### src/cpu_macros.svh
/*
 * cpu macros
 * widths, DRAM placement and cache window geometry for the
 * multi-cycle 16-bit processor
 */
`ifndef CPU_MACROS_SVH
`define CPU_MACROS_SVH

// datapath widths
`define CPU_WORD_W        16
`define CPU_PTR_W         12
`define CPU_AXI_ADDR_W    32

// every byte pointer sits at this offset on the bus
`define CPU_DRAM_BASE     32'h0000_1000

// cache window, also the read burst length in beats
`define CPU_WIN_WORDS     128
`define CPU_WIN_BYTES     256
`define CPU_WIN_MAX_BASE  3840
`define CPU_LINE_IDX_W    7

`endif

### src/cpu_pkg.sv
/*
 * cpu package
 * shared data types, instruction opcodes and core FSM states
 */
`include "cpu_macros.svh"

package cpu_pkg;

  // register and memory word, signed
  typedef logic signed [`CPU_WORD_W-1:0] word_t;

  // byte pointer into the 4 KB space
  typedef logic [`CPU_PTR_W-1:0] ptr_t;

  typedef logic [3:0] reg_idx_t;

  // opcodes 3'b110 and 3'b111 are unused
  typedef enum logic [2:0] {
    OP_ARITH  = 3'b000,
    OP_CMPMUL = 3'b001,
    OP_LW     = 3'b010,
    OP_SW     = 3'b011,
    OP_BEQ    = 3'b100,
    OP_J      = 3'b101
  } opcode_e;

  typedef enum logic [2:0] {
    ST_IDLE,
    ST_FETCH,
    ST_DECODE,
    ST_EXE,
    ST_LOAD,
    ST_STORE,
    ST_WB
  } core_state_e;

endpackage

### src/cpu_ifs.sv
/*
 * internal links of the processor
 * core to instruction cache, core to data cache, and each
 * cache to the shared DRAM read arbiter
 */
`timescale 1ns/1ps
`include "cpu_macros.svh"


// window refill, one per cache
interface rd_port_if;
  logic                   req;
  logic [`CPU_PTR_W-1:0]  base;
  logic                   beat;
  logic [`CPU_WORD_W-1:0] data;
  logic                   last;

  modport requester (output req, base, input beat, data, last);
  modport arbiter   (input req, base, output beat, data, last);
endinterface

### src/read_arbiter.sv
/*
 * read arbiter
 * owns the single DRAM read channel and hands whole 128-beat
 * bursts to the instruction or data cache, instruction first
 */
`timescale 1ns/1ps
`include "cpu_macros.svh"

module read_arbiter (
  input  logic                       clk,
  input  logic                       rst_n,
  rd_port_if.arbiter                 inst_port,
  rd_port_if.arbiter                 data_port,
  output logic [`CPU_AXI_ADDR_W-1:0] araddr,
  output logic                       arvalid,
  input  logic                       arready,
  input  cpu_pkg::word_t             rdata,
  input  logic                       rvalid,
  input  logic                       rlast,
  output logic                       rready
);

  typedef enum logic {ARB_ADDR, ARB_DATA} arb_state_e;

  arb_state_e            state_q;
  logic                  gnt_data_q;
  logic                  req_any;
  logic                  issue;
  logic [`CPU_PTR_W-1:0] sel_base;

  assign req_any  = inst_port.req | data_port.req;
  assign sel_base = inst_port.req ? inst_port.base : data_port.base;
  // new burst only when no address is on the bus yet
  assign issue    = (state_q == ARB_ADDR) && !arvalid && req_any;

  always_ff @(posedge clk or negedge rst_n) begin
    if (!rst_n) begin
      state_q    <= ARB_ADDR;
      arvalid    <= 1'b0;
      gnt_data_q <= 1'b0;
    end else begin
      case (state_q)
        ARB_ADDR: begin
          if (issue) begin
            arvalid    <= 1'b1;
            gnt_data_q <= !inst_port.req;
          end else if (arvalid && arready) begin
            arvalid <= 1'b0;
            state_q <= ARB_DATA;
          end
        end
        default: begin
          // grant released with the last beat
          if (rvalid && rlast) begin
            state_q <= ARB_ADDR;
          end
        end
      endcase
    end
  end

  always_ff @(posedge clk) begin
    if (issue) begin
      araddr <= `CPU_DRAM_BASE + {{(`CPU_AXI_ADDR_W-`CPU_PTR_W){1'b0}}, sel_base};
    end
  end

  assign rready = (state_q == ARB_DATA);

  // route beats to the granted cache
  assign inst_port.beat = rready && rvalid && !gnt_data_q;
  assign data_port.beat = rready && rvalid && gnt_data_q;
  assign inst_port.data = rdata;
  assign data_port.data = rdata;
  assign inst_port.last = rlast;
  assign data_port.last = rlast;

endmodule

### src/flat_wrapper.sv
// flat-port wrapper written by rule: the top's interface ports become plain ports
module read_arbiter_flat 
  (clk, rst_n, araddr, arvalid, arready, rdata, rvalid, rlast, rready, inst_port_req, inst_port_base, inst_port_beat, inst_port_data, inst_port_last, data_port_req, data_port_base, data_port_beat, data_port_data, data_port_last);
  rd_port_if inst_port_i ();
  rd_port_if data_port_i ();
  input  logic clk;
  input  logic rst_n;
  output logic [`CPU_AXI_ADDR_W-1:0] araddr;
  output logic arvalid;
  input  logic arready;
  input  cpu_pkg::word_t rdata;
  input  logic rvalid;
  input  logic rlast;
  output logic rready;
  input wire logic [$bits(inst_port_i.req)-1:0] inst_port_req;
  input wire logic [$bits(inst_port_i.base)-1:0] inst_port_base;
  output wire logic [$bits(inst_port_i.beat)-1:0] inst_port_beat;
  output wire logic [$bits(inst_port_i.data)-1:0] inst_port_data;
  output wire logic [$bits(inst_port_i.last)-1:0] inst_port_last;
  input wire logic [$bits(data_port_i.req)-1:0] data_port_req;
  input wire logic [$bits(data_port_i.base)-1:0] data_port_base;
  output wire logic [$bits(data_port_i.beat)-1:0] data_port_beat;
  output wire logic [$bits(data_port_i.data)-1:0] data_port_data;
  output wire logic [$bits(data_port_i.last)-1:0] data_port_last;
  assign inst_port_i.req = inst_port_req;
  assign inst_port_i.base = inst_port_base;
  assign inst_port_beat = inst_port_i.beat;
  assign inst_port_data = inst_port_i.data;
  assign inst_port_last = inst_port_i.last;
  assign data_port_i.req = data_port_req;
  assign data_port_i.base = data_port_base;
  assign data_port_beat = data_port_i.beat;
  assign data_port_data = data_port_i.data;
  assign data_port_last = data_port_i.last;
  read_arbiter u_core (.clk(clk), .rst_n(rst_n), .inst_port(inst_port_i), .data_port(data_port_i), .araddr(araddr), .arvalid(arvalid), .arready(arready), .rdata(rdata), .rvalid(rvalid), .rlast(rlast), .rready(rready));
endmodule
### config.mk
export PLATFORM = sky130hd
export DESIGN_NAME = read_arbiter_flat
export DESIGN_NICKNAME = d
export VERILOG_FILES = /design/src/cpu_pkg.sv /design/src/cpu_ifs.sv /design/src/read_arbiter.sv /design/src/flat_wrapper.sv
export VERILOG_INCLUDE_DIRS = /design/src /design/src/src
export SDC_FILE = /design/constraint.sdc
export NUM_CORES = 1
export LEC_CHECK = 0
export BUFFER_PORTS_ARGS = -buffer_cell sky130_fd_sc_hd__buf_2
export CAP_MARGIN = 20
export CORE_UTILIZATION = 37
export CTS_CLUSTER_SIZE = 16
export DETAILED_ROUTE_END_ITERATION = 8
export PLACE_DENSITY = 0.85
export SLEW_MARGIN = 10
export SYNTH_ARGS = -nofsm -noshare
export SYNTH_HDL_FRONTEND = slang
export SYNTH_SLANG_ARGS = --single-unit
### constraint.sdc
create_clock -name clk -period 2.13 [get_ports clk]
set_clock_uncertainty 0.1 [all_clocks]
set_input_delay 0.1065 -clock clk [delete_from_list [all_inputs] [get_ports clk]]
set_output_delay 0.1065 -clock clk [all_outputs]
set_load 0.05 [all_outputs]
==> out/metrics.cfg <==
[synth]
yosysMostFrequentCell = buf_4
syn_area_um2 = 1100
syn_area_per_cell_um2 = 11.5
yosys.area.top_type_share = 0.368
netlist_top_cells_area = buf_4 (37%), edfxtp_1 (33%), mux2_4 (12%), dfrtp_1 (6.8%), mux2_2 (3.1%)
synth_top_family_by_area = buffers and inverters
synth_edf_count = 12
syn_inst = 96
synthMuxAreaShare = 0.153
ys.warnings.count = 0
yosysTopAreaCell = buf_4
async_flop_share = 0.200
ys.flop_type = edfxtp_1
ys_types = 18
synth-simple-area-share = 0.0409
synth_xor_area_frac = 0
synth_compound_area_frac = 0.0261
ys_seq_area_frac = 0.395
synthAdderAreaFrac = 0
synth_common_cells = buf_4 (54), edfxtp_1 (12), mux2_4 (9)
ys_ff_latch = 15

[setup_path]
crit_fanout = 8
critPathMaxStageDelay_ns = 0.57
crit_chain = a21oi_1 > a31oi_1 > dlygate4sd3_1
cp-start-kind = register
timing.rr.start = u_core.rready
cp.buffers_inverters = 1
cp_slowest_cell = dlygate4sd3_1
cp_top_family = buffers and inverters
crit_arrival_ns = 1.51
worstSetupEndpointType = register
cp-startpoint = u_core.rready
crit_required_ns = 2.20
path_class = reg -> reg

[floorplan]
die_x_um = 56.6
io_pins = 117
start_util = 0.396
num_rows = 19
die_height_um = 56.6
core_area_um2 = 2780
die_area_um2 = 3200

[placement]
gp_congestion = 0.696
dp_slack_ns = 0.754
port_buffers = 48
placed_cell_area_um2 = 1030
dp_hpwl_um = 1300

[hold_path]
hp-start = data_port_base[5]
hold_class = in -> reg

[detailed_routing]
drt_iter0_drc = 28
drc_errors = 0
via_count = 609
vias_per_cell = 4.11
wl_per_cell_um = 11.6
ant_nets = 0
wl_um = 1720
firstDrtPassIters = 2

[global_routing]
grt_max_degree = 15
grt_pass1_wl_um = 2500
grtUsageTotal = 0.107
grt_pass1_vias = 511
grt-ovfl-total = 0
grt_antenna_before_repair = 0

[sta]
setup_viol = 0
fmax_ghz = 0.695
period_needed_ns = 1.44
worst_slack_ns = 0.692
rsz0062_at_grt = false
final_min_period_over_clock_period = 0.675
setup_tns_ns = 0
finalHoldViolations = 0
final_max_slew_viol_count = 0

[layout]
multi_input_area_um2 = 318
antennaDiodeCount = 0
final_nets = 165
area_growth_pct = 1.48
n_fill_cell = 265
drive_gt1_frac = 0.547
seqCellArea_um2 = 435
fin_area_um2 = 1120

[clock_tree]
clk_latency_ns = 0.28
cts_root_buf = clkbuf_4
clk_transition_reported_paths_ns = 0.08
clockBufferDepth = 2
cts_tree = yes
cts_max_level = 1
cts_buffers = 3
cts_setup_buffers = 0
cts_sinks = 15
cts_resized = 0

[power_and_ir_drop]
ir_drop_v = 0.000538
clkPwrFrac = 0.131
total_power_mw = 1.23
seqPwrFrac = 0.373
static-leakage-power_nw = 0.559
pwr_density_cell_nw_per_um2 = 1100
p_int_uw = 640
p_switching_uw = 585
combPwrFrac = 0.496
sw_frac_of_total = 0.477

[job]
cap_violations = 0

[run_status]
outcome = completed

## layout make-up
type,count,share of cell area
well taps,31,0.0347
multi-input cells,44,0.284
repair buffers,54,0.268
flip-flops and latches,15,0.389
clock buffers,4,0.0235
## final timing paths
path,to,slack [ns],depth (start not counted)
max,u_core.rready,0.69,3
min,u_core.araddr[5],0.02,2
max reg2reg,u_core.rready,0.69,3
min reg2reg,u_core.arvalid,0.48,1
max in group asynchronous,u_core.rready,1.76,2
min in group asynchronous,u_core.arvalid,0.07,2
## power by group through the flow
stage,Sequential [mW],Combinational (mW),Clock [mW]
2_1_floorplan,0.694,0.431,0
3_3_place_gp,0.460,0.585,0
3_5_place_dp,0.464,0.588,0
4_1_cts,0.457,0.605,0.166
5_1_grt,0.465,0.637,0.187
6_report,0.457,0.608,0.160
## routing by layer
| layer | vias to the layer above | wire [um] | global-route usage |
|---|---|---|---|
| met5 | - | 0 | 0 |
| met4 | 0 | 55 | 0.0767 |
| met3 | 10 | 246 | 0.0415 |
| met2 | 57 | 906 | 0.195 |
| met1 | 255 | 513 | 0.0945 |
| li1 | 287 | - | - |
## placed cells by master (no fill, tap or decap)
master,count
buf_2,48
conb_1,20
edfxtp_1,12
mux2_4,9
dlygate4sd3_1,6
mux2_2,3
clkbuf_4,3
dfrtp_1,3
nor2_1,2
or2_1,1
and2_2,1
nand2_1,1
and3_1,1
a21oi_1,1
a31oi_1,1
nor3b_1,1
a2bb2oi_1,1
nand2b_1,1
a22o_1,1
clkbuf_1,1
## repair_timing
| item | in CTS | in global routing |
|---|---|---|
| hold buffers | 3 | 3 |
| endpoints found under the setup margin | 0 | 0 |
| endpoints found under the hold margin | 4 | 3 |
## metrics by stage
step,cells,utilization,hold WS (ns)
global placement,138,0.371,-0.196
floorplan,114,-,-0.289
CTS,145,0.391,0.0107
detailed placement,138,0.371,-0.196
finish,148,0.402,0.0197
global route,148,0.402,0.00441
## state kept, by name, indices dropped and copies added (netlist names)
name / cells
u_core.gnt_data_q: 1
u_core.araddr: 12
u_core.rready: 1
u_core.arvalid: 1
## logic make-up (layout without fill, tap and decap cells)
| family | count (synthesis) | in the layout |
|---|---|---|
| flops | 15 | 15 |
| compound gates | 4 | 4 |
| other cells | 2 | 20 |
| simple gates | 8 | 8 |
| mux | 12 | 12 |
| buf+inv | 55 | 58 |
No activity file was read; power rests on OpenSTA's default activity.
