===== config.mk =====
export PLATFORM = sky130hd
export DESIGN_NAME = data_cache_flat
export DESIGN_NICKNAME = d
export VERILOG_FILES = /design/src/cpu_pkg.sv /design/src/cpu_ifs.sv /design/src/data_cache.sv /design/src/flat_wrapper.sv
export VERILOG_INCLUDE_DIRS = /design/src /design/src/src
export SDC_FILE = /design/constraint.sdc
export NUM_CORES = 2
export LEC_CHECK = 0
export BUFFER_PORTS_ARGS = -buffer_cell sky130_fd_sc_hd__buf_4
export CORE_ASPECT_RATIO = 1.2
export CORE_MARGIN = 2
export CORE_UTILIZATION = 40
export CTS_CLUSTER_DIAMETER = 150
export CTS_CLUSTER_SIZE = 16
export DETAILED_ROUTE_END_ITERATION = 8
export SYNTH_ARGS = -nofsm -noshare
export SYNTH_HDL_FRONTEND = slang
export SYNTH_SLANG_ARGS = --single-unit
export TNS_END_PERCENT = 30

===== constraint.sdc =====
create_clock -name clk -period 4.7 [get_ports clk]
set_clock_uncertainty 0.1 [all_clocks]
set_input_delay 0.94 -clock clk [delete_from_list [all_inputs] [get_ports clk]]
set_output_delay 0.94 -clock clk [all_outputs]
set_load 0.02 [all_outputs]

===== src/cpu_macros.svh =====
/*
 * cpu macros
 * widths, DRAM placement and cache window geometry for the
 * multi-cycle 16-bit processor
 */
`ifndef CPU_MACROS_SVH
`define CPU_MACROS_SVH

// datapath widths
`define CPU_WORD_W        16
`define CPU_PTR_W         12
`define CPU_AXI_ADDR_W    32

// every byte pointer sits at this offset on the bus
`define CPU_DRAM_BASE     32'h0000_1000

// cache window, also the read burst length in beats
`define CPU_WIN_WORDS     128
`define CPU_WIN_BYTES     256
`define CPU_WIN_MAX_BASE  3840
`define CPU_LINE_IDX_W    7

`endif


===== src/cpu_pkg.sv =====
/*
 * cpu package
 * shared data types, instruction opcodes and core FSM states
 */
`include "cpu_macros.svh"

package cpu_pkg;

  // register and memory word, signed
  typedef logic signed [`CPU_WORD_W-1:0] word_t;

  // byte pointer into the 4 KB space
  typedef logic [`CPU_PTR_W-1:0] ptr_t;

  typedef logic [3:0] reg_idx_t;

  // opcodes 3'b110 and 3'b111 are unused
  typedef enum logic [2:0] {
    OP_ARITH  = 3'b000,
    OP_CMPMUL = 3'b001,
    OP_LW     = 3'b010,
    OP_SW     = 3'b011,
    OP_BEQ    = 3'b100,
    OP_J      = 3'b101
  } opcode_e;

  typedef enum logic [2:0] {
    ST_IDLE,
    ST_FETCH,
    ST_DECODE,
    ST_EXE,
    ST_LOAD,
    ST_STORE,
    ST_WB
  } core_state_e;

endpackage


===== src/cpu_ifs.sv =====
/*
 * internal links of the processor
 * core to instruction cache, core to data cache, and each
 * cache to the shared DRAM read arbiter
 */
`timescale 1ns/1ps
`include "cpu_macros.svh"


// load/store, requests held until done
interface dmem_if;
  logic                   ld_req;
  logic                   st_req;
  logic [`CPU_PTR_W-1:0]  addr;
  logic [`CPU_WORD_W-1:0] wdata;
  logic [`CPU_WORD_W-1:0] rdata;
  logic                   done;

  modport core  (output ld_req, st_req, addr, wdata, input rdata, done);
  modport cache (input ld_req, st_req, addr, wdata, output rdata, done);
endinterface

// window refill, one per cache
interface rd_port_if;
  logic                   req;
  logic [`CPU_PTR_W-1:0]  base;
  logic                   beat;
  logic [`CPU_WORD_W-1:0] data;
  logic                   last;

  modport requester (output req, base, input beat, data, last);
  modport arbiter   (input req, base, output beat, data, last);
endinterface


===== src/data_cache.sv =====
/*
 * data cache
 * 256-byte load window refilled by burst on a miss; every store
 * is written through to DRAM as a single-beat write and also
 * updates the window when it hits
 */
`timescale 1ns/1ps
`include "cpu_macros.svh"

module data_cache (
  input  logic                       clk,
  input  logic                       rst_n,
  dmem_if.cache                      core,
  rd_port_if.requester               bus,
  output logic [`CPU_AXI_ADDR_W-1:0] awaddr,
  output logic                       awvalid,
  input  logic                       awready,
  output cpu_pkg::word_t             wdata,
  output logic                       wvalid,
  output logic                       wlast,
  input  logic                       wready,
  input  logic                       bvalid,
  output logic                       bready
);
  import cpu_pkg::*;

  typedef enum logic [2:0] {DC_IDLE, DC_FILL, DC_AW, DC_W, DC_B} dc_state_e;

  dc_state_e                  state_q;
  word_t                      mem [`CPU_WIN_WORDS];
  word_t                      rdata_q;
  ptr_t                       base_q;
  ptr_t                       win_start;
  ptr_t                       offset;
  logic                       valid_q;
  logic                       done_q;
  logic                       hit;
  logic                       rd_go;
  logic [`CPU_LINE_IDX_W-1:0] fill_idx_q;

  assign win_start = (core.addr > ptr_t'(`CPU_WIN_MAX_BASE)) ?
                     ptr_t'(`CPU_WIN_MAX_BASE) : core.addr;
  assign offset    = core.addr - base_q;
  assign hit       = valid_q && (core.addr >= base_q) && (offset < ptr_t'(`CPU_WIN_BYTES));
  assign rd_go     = (state_q == DC_IDLE) && core.ld_req && !done_q && hit;

  ////////////////////////////////////////
  // control

  always_ff @(posedge clk or negedge rst_n) begin
    if (!rst_n) begin
      state_q    <= DC_IDLE;
      valid_q    <= 1'b0;
      done_q     <= 1'b0;
      base_q     <= '0;
      fill_idx_q <= '0;
    end else begin
      done_q <= 1'b0;
      case (state_q)
        DC_IDLE: begin
          // done_q blocks a second pass while the core drops its request
          if (core.ld_req && !done_q) begin
            if (hit) begin
              done_q <= 1'b1;
            end else begin
              state_q    <= DC_FILL;
              valid_q    <= 1'b0;
              base_q     <= {win_start[`CPU_PTR_W-1:1], 1'b0};
              fill_idx_q <= '0;
            end
          end else if (core.st_req && !done_q) begin
            state_q <= DC_AW;
          end
        end
        DC_FILL: begin
          if (bus.beat) begin
            fill_idx_q <= fill_idx_q + 1'b1;
            if (bus.last) begin
              valid_q <= 1'b1;
              state_q <= DC_IDLE;
            end
          end
        end
        DC_AW: if (awready) state_q <= DC_W;
        DC_W:  if (wready) state_q <= DC_B;
        DC_B: begin
          if (bvalid) begin
            done_q  <= 1'b1;
            state_q <= DC_IDLE;
          end
        end
        default: state_q <= DC_IDLE;
      endcase
    end
  end

  ////////////////////////////////////////
  // window array

  always_ff @(posedge clk) begin
    if (bus.beat) begin
      mem[fill_idx_q] <= bus.data;
    end else if (state_q == DC_B && bvalid && hit) begin
      mem[offset[`CPU_LINE_IDX_W:1]] <= core.wdata;
    end
    if (rd_go) begin
      rdata_q <= mem[offset[`CPU_LINE_IDX_W:1]];
    end
  end

  // single-beat write, operands held by the core until done
  assign awaddr  = `CPU_DRAM_BASE + {{(`CPU_AXI_ADDR_W-`CPU_PTR_W){1'b0}}, core.addr};
  assign awvalid = (state_q == DC_AW);
  assign wdata   = core.wdata;
  assign wvalid  = (state_q == DC_W);
  assign wlast   = (state_q == DC_W);
  assign bready  = (state_q == DC_B);

  assign bus.req    = (state_q == DC_FILL);
  assign bus.base   = base_q;
  assign core.rdata = rdata_q;
  assign core.done  = done_q;

endmodule


===== src/flat_wrapper.sv =====
// flat-port wrapper written by rule: the top's interface ports become plain ports
module data_cache_flat import cpu_pkg::*;
  (clk, rst_n, awaddr, awvalid, awready, wdata, wvalid, wlast, wready, bvalid, bready, core_ld_req, core_st_req, core_addr, core_wdata, core_rdata, core_done, bus_req, bus_base, bus_beat, bus_data, bus_last);
  dmem_if core_i ();
  rd_port_if bus_i ();
  input  logic clk;
  input  logic rst_n;
  output logic [`CPU_AXI_ADDR_W-1:0] awaddr;
  output logic awvalid;
  input  logic awready;
  output cpu_pkg::word_t wdata;
  output logic wvalid;
  output logic wlast;
  input  logic wready;
  input  logic bvalid;
  output logic bready;
  input wire logic [$bits(core_i.ld_req)-1:0] core_ld_req;
  input wire logic [$bits(core_i.st_req)-1:0] core_st_req;
  input wire logic [$bits(core_i.addr)-1:0] core_addr;
  input wire logic [$bits(core_i.wdata)-1:0] core_wdata;
  output wire logic [$bits(core_i.rdata)-1:0] core_rdata;
  output wire logic [$bits(core_i.done)-1:0] core_done;
  output wire logic [$bits(bus_i.req)-1:0] bus_req;
  output wire logic [$bits(bus_i.base)-1:0] bus_base;
  input wire logic [$bits(bus_i.beat)-1:0] bus_beat;
  input wire logic [$bits(bus_i.data)-1:0] bus_data;
  input wire logic [$bits(bus_i.last)-1:0] bus_last;
  assign core_i.ld_req = core_ld_req;
  assign core_i.st_req = core_st_req;
  assign core_i.addr = core_addr;
  assign core_i.wdata = core_wdata;
  assign core_rdata = core_i.rdata;
  assign core_done = core_i.done;
  assign bus_req = bus_i.req;
  assign bus_base = bus_i.base;
  assign bus_i.beat = bus_beat;
  assign bus_i.data = bus_data;
  assign bus_i.last = bus_last;
  data_cache u_core (.clk(clk), .rst_n(rst_n), .core(core_i), .bus(bus_i), .awaddr(awaddr), .awvalid(awvalid), .awready(awready), .wdata(wdata), .wvalid(wvalid), .wlast(wlast), .wready(wready), .bvalid(bvalid), .bready(bready));
endmodule

==> impl_metrics.json <==
{
  "setup-violations-final": 0,
  "power.density_cell_area_nw_per_um2": 628,
  "grt_pass1_wl_um": 313000,
  "std_cell_rows": 182,
  "start_util_pct": 40.2,
  "nNetsFinal": 4707,
  "max_stage_delay_ns": 0.87,
  "timing.critical_path.fanout_max": 34,
  "crit_chain": "ha_4, inv_1, fa_4, buf_12, buf_12, buf_12, buf_4, mux4_2, nand2_1, nand3_1, a31oi_1, a211oi_1",
  "htreeDepth": 4,
  "cts_setup_buffers": 0,
  "async_flop_share_pct": 1.10,
  "tritoncts": "done",
  "layout_commonest_cell": "sky130_fd_sc_hd__edfxtp_1",
  "boundaryPins": 135,
  "timing.critical_path.required_ns": 5.14,
  "clock_tree_root": "sky130_fd_sc_hd__clkbuf_16",
  "finalCoreUtilization_pct": 46.5,
  "yosysWarningCount": 0,
  "timing_hold_violations_final": 0,
  "clock_insertion_delay_worst_skew_ns": 0.84,
  "timing.fmax_mhz": 235,
  "place.gp.congestion": 0.909,
  "cp.depth": 12,
  "maxCapViolCount": 0,
  "dp_hpwl_um": 143000,
  "filler_cell_count": 16928,
  "critical_path.top_delay_family": "adder cells",
  "die_area_um2": 210000,
  "post_synth_design_cell_area_um2": 82300,
  "critical_path.slowest_cell": "sky130_fd_sc_hd__fa_4",
  "final-instance-count-excl-fill": 7339,
  "slew_headroom_pct": 30.1,
  "timing.critical_path.from_type": "register",
  "final_layout_size_suffix_gt1_share_pct": 29.0,
  "synth_edf_count": 2064,
  "rsz0062_at_grt": "no",
  "clk_path_buf_depth": 3,
  "die_w_um": 418,
  "synthCells": 4170,
  "global_route.usage.total_pct": 20.8,
  "hold_path_class": "input port to register",
  "drc_errors": 0,
  "vias": 42403,
  "run_status": "complete, no violations",
  "crit_type": "register to register",
  "core_area_um2": 205000,
  "cts_buffers": 148,
  "synth.yosys.seq_area_share_pct": 76.0,
  "cell_with_the_most_instances_on_the_worst_path": "sky130_fd_sc_hd__buf_12",
  "detailedRoute.firstIterationViolations": 5127,
  "syn_to_final_growth_pct": 15.6,
  "clkSlewWorstSetupHoldPaths_ns": 0.08,
  "drt-pass1-iter-count": 8,
  "irDropWorstVdd_v": 0.000529,
  "finalMaxSlewViolations": 0,
  "layout_worst_path_cycle_share_pct": 90.5,
  "power_leakage_nw": 30.6,
  "worst_setup_path_end_kind": "register",
  "cp_data_arrival_time_ns": 4.69,
  "tightestPinTransition_ns": 1.04,
  "clock_sink_count": 2087,
  "min_period_ns": 4.25,
  "viasPerCell": 5.78,
  "postSynth.topFlopCell": "sky130_fd_sc_hd__edfxtp_1",
  "wl_per_cell_um": 29.9,
  "gr-total-overflow": 0,
  "final_hold_slack_ns": 0.259,
  "total_routed_wirelength_um": 219000,
  "rr_worst_depth": 12,
  "yosysUniqueCellTypes": 59,
  "portBuffers": 113,
  "die_y_um": 501,
  "antenna_violations_before_repair": 6,
  "fin_tns_setup_ns": 0,
  "dpl.cell_count": 7158,
  "timing.hold.worst_path_depth": 3,
  "number_of_global_route_vias_before_repair": 42978,
  "antenna_violating_nets_post_route": 0,
  "post_synth.cell_area_avg_um2": 19.7,
  "ys_ff_latch": 2087,
  "layout.cells.most_common_list": "sky130_fd_sc_hd__edfxtp_1, sky130_fd_sc_hd__mux4_2, sky130_fd_sc_hd__nand2_1",
  "totalPowerFinal_w": 0.0598,
  "critical_path.n_buffers_inverters": 5,
  "pin_count_of_the_biggest_net_entering_global_routing": 77
}
## layer usage
| metal | vias up | global-route usage (%) | part of all wire (%) |
|---|---|---|---|
| met3 | 277 | 3.00 | 6.4 |
| met4 | 4 | 7.12 | 3.4 |
| met5 | - | 0 | 0.012 |
| li1 | 17749 | - | - |
| met2 | 1615 | 35.1 | 50 |
| met1 | 22758 | 27.7 | 40 |
## cells in the mapped netlist (all sizes together) (3+ instances only)
cell type / number / area (µm²)
edfxtp: 2064 / 62000
nand2b: 6 / 37.5
o31ai: 7 / 52.6
nand4: 4 / 25.0
nor4: 6 / 52.6
dfrtp: 23 / 576
nand2: 482 / 1810
a221oi: 28 / 245
and3: 95 / 594
nand3: 54 / 270
buf: 131 / 773
and4: 3 / 26.3
clkbuf: 171 / 642
a311oi: 80 / 701
ha: 12 / 150
nor3b: 7 / 52.6
o21ai: 18 / 90.1
xor2: 7 / 61.3
or3: 5 / 31.3
a21o: 4 / 30.0
nor3: 23 / 115
nor2: 185 / 694
mux2: 29 / 327
a31oi: 59 / 450
xnor2: 6 / 52.6
mux4: 512 / 11500
o32ai: 12 / 105
o211ai: 5 / 37.5
nor2b: 6 / 37.5
a211oi: 22 / 165
o22ai: 3 / 18.8
inv: 19 / 71.3
a21oi: 30 / 150
and2: 28 / 175
## stage by stage
stage,worst slack [ns],instance area [µm²]
global placement,-0.246,91100
detailed placement,-0.240,91100
CTS,0.444,95200
global route,0.228,95200
finish,0.447,95200
floorplan,-0.0558,82400
## worst reg2reg max path, delay by kind of cell (launching register included)
family / cells / cell delay (ns)
simple gates: 2 / 0.28
mux: 1 / 0.32
flops: 1 / 0.42
compound gates: 2 / 0.77
buf+inv: 5 / 1.06
fa+ha+maj: 2 / 1.03
## final cells by class
cell class,instances,area [µm²],share of cell area (%)
Inverter,19,71.3,0.0749
Clock buffer,169,3910,4.11
Sequential cell,2087,62600,65.7
Clock inverter,9,126,0.133
Multi-Input combinational cell,1781,18600,19.6
Antenna cell,2,5.00,0.00526
Timing Repair Buffer,604,6560,6.90
Tap cell,2668,3340,3.51
## cells by family after synthesis
family / share of synthesized area (%)
flops: 76.0
simple gates: 4.82
mux: 14.4
buf+inv: 1.81
compound gates: 2.62
fa+ha+maj: 0.207
xor+xnor: 0.138
other cells: 0.00912
## power breakdown
part,leakage (nW),internal (W),switching [W],total [W]
Sequential,18.9,0.0207,0.000113,0.0209
Clock,1.98,0.00588,0.00605,0.0119
Combinational,9.81,0.0109,0.0161,0.0270
Total,30.6,0.0375,0.0223,0.0598
## worst paths after layout
path                                                start                          endpoint  slack [ns]
hold reg to reg                u_core.valid_q$_DFFE_PN0P_        u_core.valid_q$_DFFE_PN0P_        0.43
setup reg to reg           u_core.bus.base[1]$_DFFE_PN0P_   u_core.core.rdata[12]$_DFFE_PP_        0.45
setup / recovery           u_core.bus.base[1]$_DFFE_PN0P_   u_core.core.rdata[12]$_DFFE_PP_        0.45
hold / removal                               core_addr[9]    u_core.bus.base[9]$_DFFE_PN0P_        0.26
max in group asynchronous                           rst_n   u_core.bus.base[10]$_DFFE_PN0P_        3.77
min in group asynchronous                           rst_n  u_core.fill_idx_q[5]$_DFFE_PN0P_        0.46
## state kept, by name, indices dropped and copies added (netlist names)
| name | cells |
|---|---|
| u_core.mem | 2048 |
| u_core.core.rdata | 16 |
| u_core.bus.base | 11 |
| u_core.fill_idx_q | 7 |
| u_core.state_q | 3 |
| u_core.core.done | 1 |
| u_core.valid_q | 1 |
## timing repair
item                                   in CTS  in global routing
resized for setup                           0                  0
endpoints found under the hold margin      23                  0
hold buffers                                1                  0
No activity file was read; power rests on OpenSTA's default activity.
