$ cat config.mk
export PLATFORM = sky130hd
export DESIGN_NAME = cpu_core_flat
export DESIGN_NICKNAME = d
export VERILOG_FILES = /design/src/cpu_pkg.sv /design/src/cpu_ifs.sv /design/src/cpu_core.sv /design/src/flat_wrapper.sv
export VERILOG_INCLUDE_DIRS = /design/src /design/src/src
export SDC_FILE = /design/constraint.sdc
export NUM_CORES = 1
export LEC_CHECK = 0
export BUFFER_PORTS_ARGS = -buffer_cell sky130_fd_sc_hd__buf_2
export CAP_MARGIN = 25
export CORE_UTILIZATION = 33
export CTS_BUF_LIST = sky130_fd_sc_hd__clkbuf_4
export CTS_CLUSTER_DIAMETER = 60
export DETAILED_ROUTE_END_ITERATION = 8
export PLACE_DENSITY = 0.49
export SYNTH_ARGS = -nofsm -noshare
export SYNTH_HDL_FRONTEND = slang
export SYNTH_SLANG_ARGS = --single-unit
export TNS_END_PERCENT = 5
$ cat constraint.sdc
create_clock -name clk -period 6.7 [get_ports clk]
set_input_delay 0.335 -clock clk [delete_from_list [all_inputs] [get_ports clk]]
set_output_delay 0.335 -clock clk [all_outputs]
set_load 0.02 [all_outputs]
$ cat src/cpu_macros.svh
/*
 * cpu macros
 * widths, DRAM placement and cache window geometry for the
 * multi-cycle 16-bit processor
 */
`ifndef CPU_MACROS_SVH
`define CPU_MACROS_SVH

// datapath widths
`define CPU_WORD_W        16
`define CPU_PTR_W         12
`define CPU_AXI_ADDR_W    32

// every byte pointer sits at this offset on the bus
`define CPU_DRAM_BASE     32'h0000_1000

// cache window, also the read burst length in beats
`define CPU_WIN_WORDS     128
`define CPU_WIN_BYTES     256
`define CPU_WIN_MAX_BASE  3840
`define CPU_LINE_IDX_W    7

`endif

$ cat src/cpu_pkg.sv
/*
 * cpu package
 * shared data types, instruction opcodes and core FSM states
 */
`include "cpu_macros.svh"

package cpu_pkg;

  // register and memory word, signed
  typedef logic signed [`CPU_WORD_W-1:0] word_t;

  // byte pointer into the 4 KB space
  typedef logic [`CPU_PTR_W-1:0] ptr_t;

  typedef logic [3:0] reg_idx_t;

  // opcodes 3'b110 and 3'b111 are unused
  typedef enum logic [2:0] {
    OP_ARITH  = 3'b000,
    OP_CMPMUL = 3'b001,
    OP_LW     = 3'b010,
    OP_SW     = 3'b011,
    OP_BEQ    = 3'b100,
    OP_J      = 3'b101
  } opcode_e;

  typedef enum logic [2:0] {
    ST_IDLE,
    ST_FETCH,
    ST_DECODE,
    ST_EXE,
    ST_LOAD,
    ST_STORE,
    ST_WB
  } core_state_e;

endpackage

$ cat src/cpu_ifs.sv
/*
 * internal links of the processor
 * core to instruction cache, core to data cache, and each
 * cache to the shared DRAM read arbiter
 */
`timescale 1ns/1ps
`include "cpu_macros.svh"

// instruction fetch, fetch is a level, inst_valid a pulse
interface imem_if;
  logic                   fetch;
  logic [`CPU_PTR_W-1:0]  pc;
  logic [`CPU_WORD_W-1:0] inst;
  logic                   inst_valid;

  modport core  (output fetch, pc, input inst, inst_valid);
  modport cache (input fetch, pc, output inst, inst_valid);
endinterface

// load/store, requests held until done
interface dmem_if;
  logic                   ld_req;
  logic                   st_req;
  logic [`CPU_PTR_W-1:0]  addr;
  logic [`CPU_WORD_W-1:0] wdata;
  logic [`CPU_WORD_W-1:0] rdata;
  logic                   done;

  modport core  (output ld_req, st_req, addr, wdata, input rdata, done);
  modport cache (input ld_req, st_req, addr, wdata, output rdata, done);
endinterface


$ cat src/cpu_core.sv
/*
 * cpu core
 * sixteen signed registers, decoder, ALU and program counter,
 * sequenced one instruction at a time by the control FSM
 */
`timescale 1ns/1ps
`include "cpu_macros.svh"

module cpu_core (
  input  logic clk,
  input  logic rst_n,
  imem_if.core imem,
  dmem_if.core dmem,
  output logic io_stall
);
  import cpu_pkg::*;

  core_state_e       state_q;
  word_t             regs [16];
  ptr_t              pc_q;
  ptr_t              tgt_q;
  ptr_t              addr_q;
  ptr_t              imm_off;
  logic              fetch_q;
  opcode_e           op_q;
  reg_idx_t          rt_q;
  reg_idx_t          rd_q;
  logic              func_q;
  logic signed [4:0] imm_q;
  word_t             rs_val_q;
  word_t             rt_val_q;
  word_t             alu_res;
  word_t             res_q;
  word_t             mem_sum;

  // ########################################
  // control FSM and program counter
  // ########################################

  // branch offset in bytes, sign extended
  assign imm_off = {{6{imm_q[4]}}, imm_q, 1'b0};

  always_ff @(posedge clk or negedge rst_n) begin
    if (!rst_n) begin
      state_q <= ST_IDLE;
      fetch_q <= 1'b0;
      pc_q    <= '0;
    end else begin
      case (state_q)
        ST_IDLE: state_q <= ST_FETCH;
        ST_FETCH: begin
          fetch_q <= 1'b1;
          state_q <= ST_DECODE;
        end
        ST_DECODE: begin
          if (imem.inst_valid) begin
            fetch_q <= 1'b0;
            state_q <= ST_EXE;
          end
        end
        ST_EXE: begin
          case (op_q)
            OP_BEQ: begin
              if (rs_val_q == rt_val_q) begin
                pc_q <= pc_q + 12'd2 + imm_off;
              end else begin
                pc_q <= pc_q + 12'd2;
              end
            end
            OP_J:    pc_q <= tgt_q;
            default: pc_q <= pc_q + 12'd2;
          endcase
          case (op_q)
            OP_LW:   state_q <= ST_LOAD;
            OP_SW:   state_q <= ST_STORE;
            default: state_q <= ST_WB;
          endcase
        end
        ST_LOAD, ST_STORE: if (dmem.done) state_q <= ST_WB;
        default: state_q <= ST_FETCH;
      endcase
    end
  end

  // ########################################
  // decode and execute
  // ########################################

  always_comb begin
    case (op_q)
      OP_ARITH:  alu_res = func_q ? rs_val_q - rt_val_q : rs_val_q + rt_val_q;
      OP_CMPMUL: alu_res = func_q ? rs_val_q * rt_val_q :
                           ((rs_val_q < rt_val_q) ? word_t'(1) : word_t'(0));
      default:   alu_res = '0;
    endcase
  end

  // word address, doubled to bytes later
  assign mem_sum = rs_val_q + imm_q;

  always_ff @(posedge clk) begin
    if (state_q == ST_DECODE && imem.inst_valid) begin
      op_q     <= opcode_e'(imem.inst[15:13]);
      rt_q     <= imem.inst[8:5];
      rd_q     <= imem.inst[4:1];
      func_q   <= imem.inst[0];
      imm_q    <= imem.inst[4:0];
      tgt_q    <= imem.inst[11:0];
      rs_val_q <= regs[imem.inst[12:9]];
      rt_val_q <= regs[imem.inst[8:5]];
    end
    if (state_q == ST_EXE) begin
      res_q  <= alu_res;
      addr_q <= {mem_sum[`CPU_PTR_W-2:0], 1'b0};
    end
  end

  // register file, R-type into rd and loads into rt
  always_ff @(posedge clk or negedge rst_n) begin
    if (!rst_n) begin
      for (int i = 0; i < 16; i++) begin
        regs[i] <= '0;
      end
    end else if (state_q == ST_WB && (op_q == OP_ARITH || op_q == OP_CMPMUL)) begin
      regs[rd_q] <= res_q;
    end else if (state_q == ST_LOAD && dmem.done) begin
      regs[rt_q] <= dmem.rdata;
    end
  end

  assign imem.fetch  = fetch_q;
  assign imem.pc     = pc_q;
  assign dmem.ld_req = (state_q == ST_LOAD);
  assign dmem.st_req = (state_q == ST_STORE);
  assign dmem.addr   = addr_q;
  assign dmem.wdata  = rt_val_q;

  // one low cycle per retired instruction
  assign io_stall = (state_q != ST_WB);

endmodule

$ cat src/flat_wrapper.sv
// flat-port wrapper written by rule: the top's interface ports become plain ports
module cpu_core_flat import cpu_pkg::*;
  (clk, rst_n, io_stall, imem_fetch, imem_pc, imem_inst, imem_inst_valid, dmem_ld_req, dmem_st_req, dmem_addr, dmem_wdata, dmem_rdata, dmem_done);
  imem_if imem_i ();
  dmem_if dmem_i ();
  input  logic clk;
  input  logic rst_n;
  output logic io_stall;
  output wire logic [$bits(imem_i.fetch)-1:0] imem_fetch;
  output wire logic [$bits(imem_i.pc)-1:0] imem_pc;
  input wire logic [$bits(imem_i.inst)-1:0] imem_inst;
  input wire logic [$bits(imem_i.inst_valid)-1:0] imem_inst_valid;
  output wire logic [$bits(dmem_i.ld_req)-1:0] dmem_ld_req;
  output wire logic [$bits(dmem_i.st_req)-1:0] dmem_st_req;
  output wire logic [$bits(dmem_i.addr)-1:0] dmem_addr;
  output wire logic [$bits(dmem_i.wdata)-1:0] dmem_wdata;
  input wire logic [$bits(dmem_i.rdata)-1:0] dmem_rdata;
  input wire logic [$bits(dmem_i.done)-1:0] dmem_done;
  assign imem_fetch = imem_i.fetch;
  assign imem_pc = imem_i.pc;
  assign imem_i.inst = imem_inst;
  assign imem_i.inst_valid = imem_inst_valid;
  assign dmem_ld_req = dmem_i.ld_req;
  assign dmem_st_req = dmem_i.st_req;
  assign dmem_addr = dmem_i.addr;
  assign dmem_wdata = dmem_i.wdata;
  assign dmem_i.rdata = dmem_rdata;
  assign dmem_i.done = dmem_done;
  cpu_core u_core (.clk(clk), .rst_n(rst_n), .imem(imem_i), .dmem(dmem_i), .io_stall(io_stall));
endmodule
==> results of run 1 <==
==> stage by stage <==
step	instance area, sq um	cells
3_3_place_gp	26700	3269
5_1_grt	28300	3493
4_1_cts	28300	3489
3_5_place_dp	26700	3270
2_1_floorplan	25200	2355
6_report	28300	3493
==> layout make-up <==
cell class	count	area [sq um]	share of cell area (%)
Antenna cell	4	10.0	0.0354
Clock buffer	149	1120	3.95
Clock inverter	43	196	0.694
Inverter	165	619	2.19
Multi-Input combinational cell	1643	15000	52.9
Sequential cell	346	9030	31.9
Tap cell	978	1220	4.32
Timing Repair Buffer	165	1150	4.05
==> path summary, 6_finish.rpt <==
| kind | endpoint | slack [ns] | cells after the start |
|---|---|---|---|
| worst max-delay path | u_core.res_q[15]$_SDFFCE_PP0P_ | 0.84 | 16 |
| worst min-delay path | u_core.regs[104]$_DFFE_PN0P_ | 0.07 | 2 |
| worst max register to register | u_core.res_q[15]$_SDFFCE_PP0P_ | 0.84 | 16 |
| worst min register to register | u_core.regs[129]$_DFFE_PN0P_ | 0.50 | 2 |
| max in group asynchronous | u_core.regs[84]$_DFFE_PN0P_ | 5.14 | 3 |
| min in group clk | u_core.tgt_q[10]$_DFFE_PP_ | 0.12 | 2 |
==> registers in the layout (all words and copies together), names as in the netlist <==
| register | count |
|---|---|
| u_core.imem.fetch | 1 |
| u_core.dmem.addr | 11 |
| u_core.state_q | 3 |
| u_core.imm_q | 4 |
| u_core.tgt_q | 5 |
| u_core.regs | 256 |
| u_core.rs_val_q | 16 |
| u_core.imem.pc | 12 |
| u_core.res_q | 16 |
| u_core.rt_q | 3 |
| u_core.op_q | 3 |
| u_core.dmem.wdata | 16 |
==> layout by cell type (no fill, tap or decap), types with 9 or more instances in the layout <==
master         synthesis  layout
o22ai_1               21      11
o21a_1               169     169
nor2b_1               13      13
buf_4                  2      61
nor2_1                77      74
mux4_2               160     160
o21ai_1               32      29
edfxtp_1              74      74
xnor2_1               49      49
o21ai_0               69      69
ha_1                 113     113
nor3_1                22      22
nand4_1                9       9
nand2b_1              17      17
o221ai_1             160     160
xor2_1                25      25
and2_1                24      24
clkbuf_4               0     149
a22oi_1              100     100
nand2_1              313     313
dfrtp_1              272     272
a21oi_1               43      42
nand3_1               24      20
buf_2                 56      75
clkinv_1               0      35
inv_1                165     165
dlygate4sd3_1          0      27
fa_1                  83      83
==> what timing repair did <==
action	in CTS	in global routing
endpoints found under the hold margin	222	0
hold buffers	27	0
endpoints found under the setup margin	0	0
==> power groups by stage <==
stage	combinational (W)	sequential (W)	clock (W)
floorplan	0.00608	0.00339	0
CTS	0.00799	0.00367	0.00214
finish	0.00799	0.00371	0.00209
detailed placement	0.00789	0.00370	0
global route	0.00887	0.00378	0.00226
global placement	0.00783	0.00365	0
==> logic make-up after synthesis <==
family,Yosys count,share of synthesized area (%)
adders and majority gates,196,12.2
and+or+nand+nor,546,9.97
AOI/OAI and AO/OA,661,19.2
muxes,164,14.4
other,1,0.0149
DFF,346,35.8
buffers and inverters,366,5.79
xor gates and xnor gates,75,2.66
==> critical path, stage by stage, from the launching register on <==
cell and delay [ns]:
edfxtp_1 0.81, ha_1 0.33, inv_1 0.07, fa_1 0.49
fa_1 0.47, fa_1 0.51, fa_1 0.57, fa_1 0.44
fa_1 0.49, inv_1 0.04, ha_1 0.36, nand3_1 0.11
a211oi_1 0.33, nor3_1 0.15, nor3_1 0.19, nand3b_1 0.13
nand3_1 0.08
==> per-layer routing <==
metal  up-vias  global-route usage (%)  part of all wire [%]
li1       8986                       -                     -
met1     10900                    33.7                    39
met2      1337                    40.6                    44
met3       417                    5.67                   9.4
met4         4                    16.5                   7.0
met5         -                       0                 0.030
==> results.json, run 1 <==
{
  "power_w": 0.0138,
  "peakVddDrop_v": 0.000696,
  "cp.required_ns": 7.25,
  "grt_pass1_vias": 21900,
  "core-area_sq_um": 75800,
  "leakage_nw": 10.9,
  "synthTopCellsByArea": "dfrtp_1, mux4_2, edfxtp_1, fa_1, ha_1",
  "die-area_sq_um": 77600,
  "crit_path_end_kind": "flip-flop",
  "drt-vias-per-instance": 6.19,
  "p_int_w": 0.00766,
  "yosys.area.top_type": "dfrtp_1",
  "synth_nets": 2587,
  "power.density_nw_per_um2": 487,
  "synth_area_sq_um": 25200,
  "gp_congestion": 0.899,
  "area_growth_pct": 12.2,
  "crit_path_start_kind": "flip-flop",
  "p_seq_share_pct": 26.9,
  "period_share_pct": 87.5,
  "p_switching_w": 0.00612,
  "fin_worst_skew_ns": 0.113,
  "root_buffer": "clkbuf_4",
  "fillCellCount": 7511,
  "worst_slew_pin_slew_ns": 1.09,
  "synth_common_cells": "nand2_1, dfrtp_1, o21a_1",
  "status": "completed",
  "drc": 0,
  "final_core_util_pct": 37.3,
  "synth_seq_area_share_pct": 35.8,
  "synth_edf_count": 74,
  "critPathLaunch": "u_core.rs_val_q[6]$_DFFE_PP_",
  "switching_share_pct": 44.4,
  "synth.top_cell.area_share_pct": 27.0,
  "p_clk_share_pct": 15.2,
  "clk_path_buf_depth": 3,
  "first_pass_iters": 6,
  "place_ws_ns": 0.971,
  "syn_avg_cell_area_sq_um": 10.7,
  "initial_utilization_pct": 33.3,
  "rsz0062_at_grt": "no",
  "dp_hpwl_um": 64400,
  "crit_type": "flip-flop to flip-flop",
  "r2r_start": "u_core.rs_val_q[6]$_DFFE_PP_",
  "hp-class": "primary input to async pin",
  "max_freq_ghz": 0.171,
  "relSlewSlack_pct": 27.1,
  "worstPathMaxFanout": 12,
  "ys_async_sr_fraction_pct": 78.6,
  "setup_slack_ns": 0.835,
  "overflow": 0,
  "io_pins": 80,
  "synth_ff_type": "dfrtp_1",
  "slew_viol_final": 0,
  "cts_resized": 0,
  "nets": 2656,
  "synth_cell_types": 81,
  "synth.most_common_cell": "nand2_1",
  "hold_ws_ns": 0.0650,
  "grt_pass1_wl_um": 149000,
  "drtIter0Drc": 2516,
  "cts_max_level": 3,
  "cts_buffers": 103,
  "die-height_um": 279,
  "clk_latency_ns": 0.90,
  "grt_max_degree": 108,
  "layout-drive-gt1-share_pct": 20.2,
  "fin_setup_tns_ns": 0,
  "syn_inst": 2355,
  "clk_pin_slew_ns": 0.07,
  "synth-seq-cells": 346,
  "clock-sinks": 346,
  "io_buffers": 78,
  "wire_per_inst_um": 29.2,
  "cts_setup_buffers": 0,
  "pwr-share-comb_pct": 57.9,
  "antenna_found_initial": 7,
  "fp-row-count": 101,
  "period_needed_ns": 5.86,
  "cts_tree": "built",
  "groute.usage.overall_pct": 26.3,
  "worstPathArrival_ns": 6.42,
  "hold_viol_final": 0,
  "ant_nets": 0,
  "cap_violations": 0,
  "synth_warnings": 0,
  "num_vias": 21600,
  "setup_viol": 0,
  "routed_wl_um": 102000,
  "die_x_um": 279
}
No activity file was read; power rests on OpenSTA's default activity.
==> run 2, diff against run 1 <==
Settings changed: ABC_AREA set to 1, TNS_END_PERCENT 5 to not set.
==> run 2 against run 1 <==
The run now ends with DRC left. Die area is 6.8% higher. Flip-flop and latch count did not move. Via count up 22%. Global-route usage increased by 0.63 points. Total power shrank 16%. Worst hold slack got worse by 0.0089 ns. Non-clock buffer count down 9. Synthesized cell count increased by 51%. Cell count is 35% higher. Highest routed layer unchanged.
==> results.json, run 2 <==
{
  "p_clk_share_pct": 17.7,
  "worstPathArrival_ns": 6.39,
  "wire_per_inst_um": 23.8,
  "worstPathMaxFanout": 17,
  "cp_cell_sequence": "nand2_1 -> fa_1 -> fa_1 -> fa_1 -> fa_1 -> fa_1 -> fa_1 -> inv_1 -> ha_1 -> nand2_1 -> nor2_1 -> nand3_1 -> nand3_1 -> nand2_1 -> nand2_1 -> a21oi_1 -> or2_2 -> nand3_1 -> nand2_1",
  "fin_setup_tns_ns": 0,
  "synth_nets": 3777,
  "hold_ws_ns": 0.0561,
  "overflow": 0,
  "dp_hpwl_um": 75000,
  "routed_wl_um": 112000,
  "initial_utilization_pct": 33.4,
  "p_switching_w": 0.00549,
  "ant_nets": 0,
  "drt-vias-per-instance": 5.61,
  "synth_cell_types": 58,
  "clk_latency_ns": 0.94,
  "num_vias": 26500,
  "root_buffer": "clkbuf_4",
  "drtIter0Drc": 2646,
  "cp.required_ns": 7.28,
  "relSlewSlack_pct": 23.4,
  "clock-sinks": 346,
  "synthTopCellsByArea": "dfrtp_1, nand2_1, o21ai_0, edfxtp_1, inv_1",
  "grt_max_degree": 128,
  "die_x_um": 288,
  "violations": "DRC",
  "max_freq_ghz": 0.172,
  "status": "finished with violations",
  "leakage_nw": 13.3,
  "fp-row-count": 104,
  "cts_resized": 0,
  "critPathMostFrequentCell": "fa_1",
  "antenna_found_initial": 6,
  "slew_viol_final": 0,
  "first_pass_iters": 7,
  "peakVddDrop_v": 0.000323,
  "nets": 3817,
  "die-area_sq_um": 82800,
  "ys_async_sr_fraction_pct": 78.6,
  "regMostFlops": "u_core.regs",
  "largest_reg_flops": 256,
  "syn_avg_cell_area_sq_um": 7.60,
  "period_share_pct": 86.7,
  "period_needed_ns": 5.81,
  "syn_inst": 3545,
  "synth_common_cells": "nand2_1, inv_1, o21ai_0",
  "die-height_um": 288,
  "mostFrequentLayoutCell": "nand2_1",
  "synth.top_cell.area_share_pct": 25.2,
  "cts_max_level": 3,
  "pwr-share-comb_pct": 53.9,
  "synth_warnings": 0,
  "layout-drive-gt1-share_pct": 10.1,
  "io_buffers": 78,
  "crit_path_start_kind": "flip-flop",
  "power.density_nw_per_um2": 391,
  "r2r-end": "u_core.res_q[14]$_SDFFCE_PP0P_",
  "synth_edf_count": 74,
  "r2r_slack_ns": 0.89,
  "synth-seq-cells": 346,
  "synth.most_common_cell": "nand2_1",
  "cap_violations": 0,
  "reg2regPathDepth": 19,
  "crit_type": "flip-flop to flip-flop",
  "r2r_start": "u_core.dmem.wdata[2]$_DFFE_PP_",
  "synth_seq_area_share_pct": 33.5,
  "setup_viol": 0,
  "cts_buffers": 105,
  "rsz0062_at_grt": "no",
  "io_pins": 80,
  "fin_worst_skew_ns": 0.125,
  "synth_area_sq_um": 27000,
  "clk_path_buf_depth": 3,
  "gp_congestion": 0.910,
  "core-area_sq_um": 80700,
  "crit_path_end_kind": "flip-flop",
  "worst_slew_pin_slew_ns": 1.15,
  "p_seq_share_pct": 28.4,
  "cpMaxStageDelayCell": "edfxtp_1",
  "yosys.area.top_type": "dfrtp_1",
  "clk_pin_slew_ns": 0.07,
  "hp-class": "primary input to async pin",
  "area_growth_pct": 10.3,
  "cts_tree": "built",
  "switching_share_pct": 47.3,
  "endpoint": "u_core.res_q[14]$_SDFFCE_PP0P_",
  "final_cell_mix": "nand2_1, inv_1, o21ai_0, a21oi_1, dfrtp_1",
  "synth_ff_type": "dfrtp_1",
  "grt_pass1_wl_um": 166000,
  "grt_pass1_vias": 25300,
  "cp_slowest_stage_delay_ns": 0.79,
  "drc": 12,
  "hold_viol_final": 0,
  "p_int_w": 0.00613,
  "critPathLaunch": "u_core.dmem.wdata[2]$_DFFE_PP_",
  "groute.usage.overall_pct": 27.0
}
run 2: cell count changes in the layout (fill, tap and decap cells not counted), moves of 64 or more:
cell / delta
a21oi_1: +278
a22oi_1: -68
inv_1: +341
mux4_2: -160
nand2_1: +360
nand3_1: +64
o21a_1: -112
o21ai_0: +401
o22ai_1: +168
run 2: layout make-up:
| class | instances | area [sq um] |
|---|---|---|
| Sequential cell | 346 | 9030 |
| Inverter | 522 | 1960 |
| Fill cell | 8655 | 50900 |
| Antenna cell | 3 | 7.51 |
| Clock buffer | 153 | 1150 |
| Multi-Input combinational cell | 2454 | 15000 |
| Tap cell | 1060 | 1330 |
| Timing Repair Buffer | 156 | 1120 |
| Clock inverter | 27 | 120 |
run 2: repair_timing:
| action | in CTS | in global routing |
|---|---|---|
| endpoints found under the hold margin | 185 | 0 |
| hold buffers | 28 | 0 |
| setup buffers | 0 | 0 |
run 2: worst min path at each step:
stage	from	end	slack, ns	cells after the start
after CTS	imem_inst[5]	u_core.rt_q[0]$_DFFE_PP_	0.03	1
final	rst_n	u_core.regs[48]$_DFFE_PN0P_	0.06	2
after detailed placement	rst_n	u_core.regs[3]$_DFFE_PN0P_	0.46	1
after global placement	rst_n	u_core.regs[3]$_DFFE_PN0P_	0.46	1
after global routing	imem_inst[5]	u_core.rt_q[0]$_DFFE_PP_	0.09	1
after floorplan	rst_n	u_core.imem.fetch$_DFFE_PN0P_	0.04	0
run 2: kinds of logic (layout without fill, tap and decap cells):
logic type               after synthesis  in the layout  synth area share [%]
AO/OA/AOI/OAI                       1240           1240                  27.1
flip-flops                           346            346                  33.5
AND/OR/NAND/NOR                      942            942                  14.3
buffers and inverters                745            858                  10.9
other                                  1              4                0.0139
multiplexers                          41             41                  1.71
XOR/XNOR                              34             34                  1.10
adder cells (fa/ha/maj)              196            196                  11.4
run 2: metrics by stage:
stage               cell area [sq um]  worst slack [ns]  utilization [%]  power (W)  instances
floorplan                       27000              1.10                -    0.00765       3545
global placement                28100              1.02             34.9    0.00951       4508
finish                          29700             0.892             36.9     0.0116       4721
global route                    29700             0.509             36.9     0.0127       4721
detailed placement              28200             0.958             34.9    0.00955       4509
CTS                             29700             0.880             36.8     0.0117       4717
run 2: power by group through the flow:
stage	clock [W]	sequential (W)	combinational, W
2_1_floorplan	0	0.00322	0.00443
3_3_place_gp	0	0.00331	0.00620
3_5_place_dp	0	0.00332	0.00623
4_1_cts	0.00211	0.00328	0.00629
5_1_grt	0.00223	0.00336	0.00712
6_report	0.00206	0.00330	0.00626
run 2: routing by layer:
layer	wire length (um)	track usage (%)	part of all wire, %	vias up
li1	-	-	-	12300
met1	46700	35.2	42	12700
met2	51500	42.8	46	1186
met3	8990	5.25	8.0	296
met4	5040	12.7	4.5	4
met5	30	0	0.027	-
run 2: critical path, delay by kind of cell (launching register included):
family,cells,cell delay (ns)
flops,1,0.79
fa+ha+maj,7,3.39
compound gates,1,0.08
buf+inv,1,0.05
simple gates,10,1.14
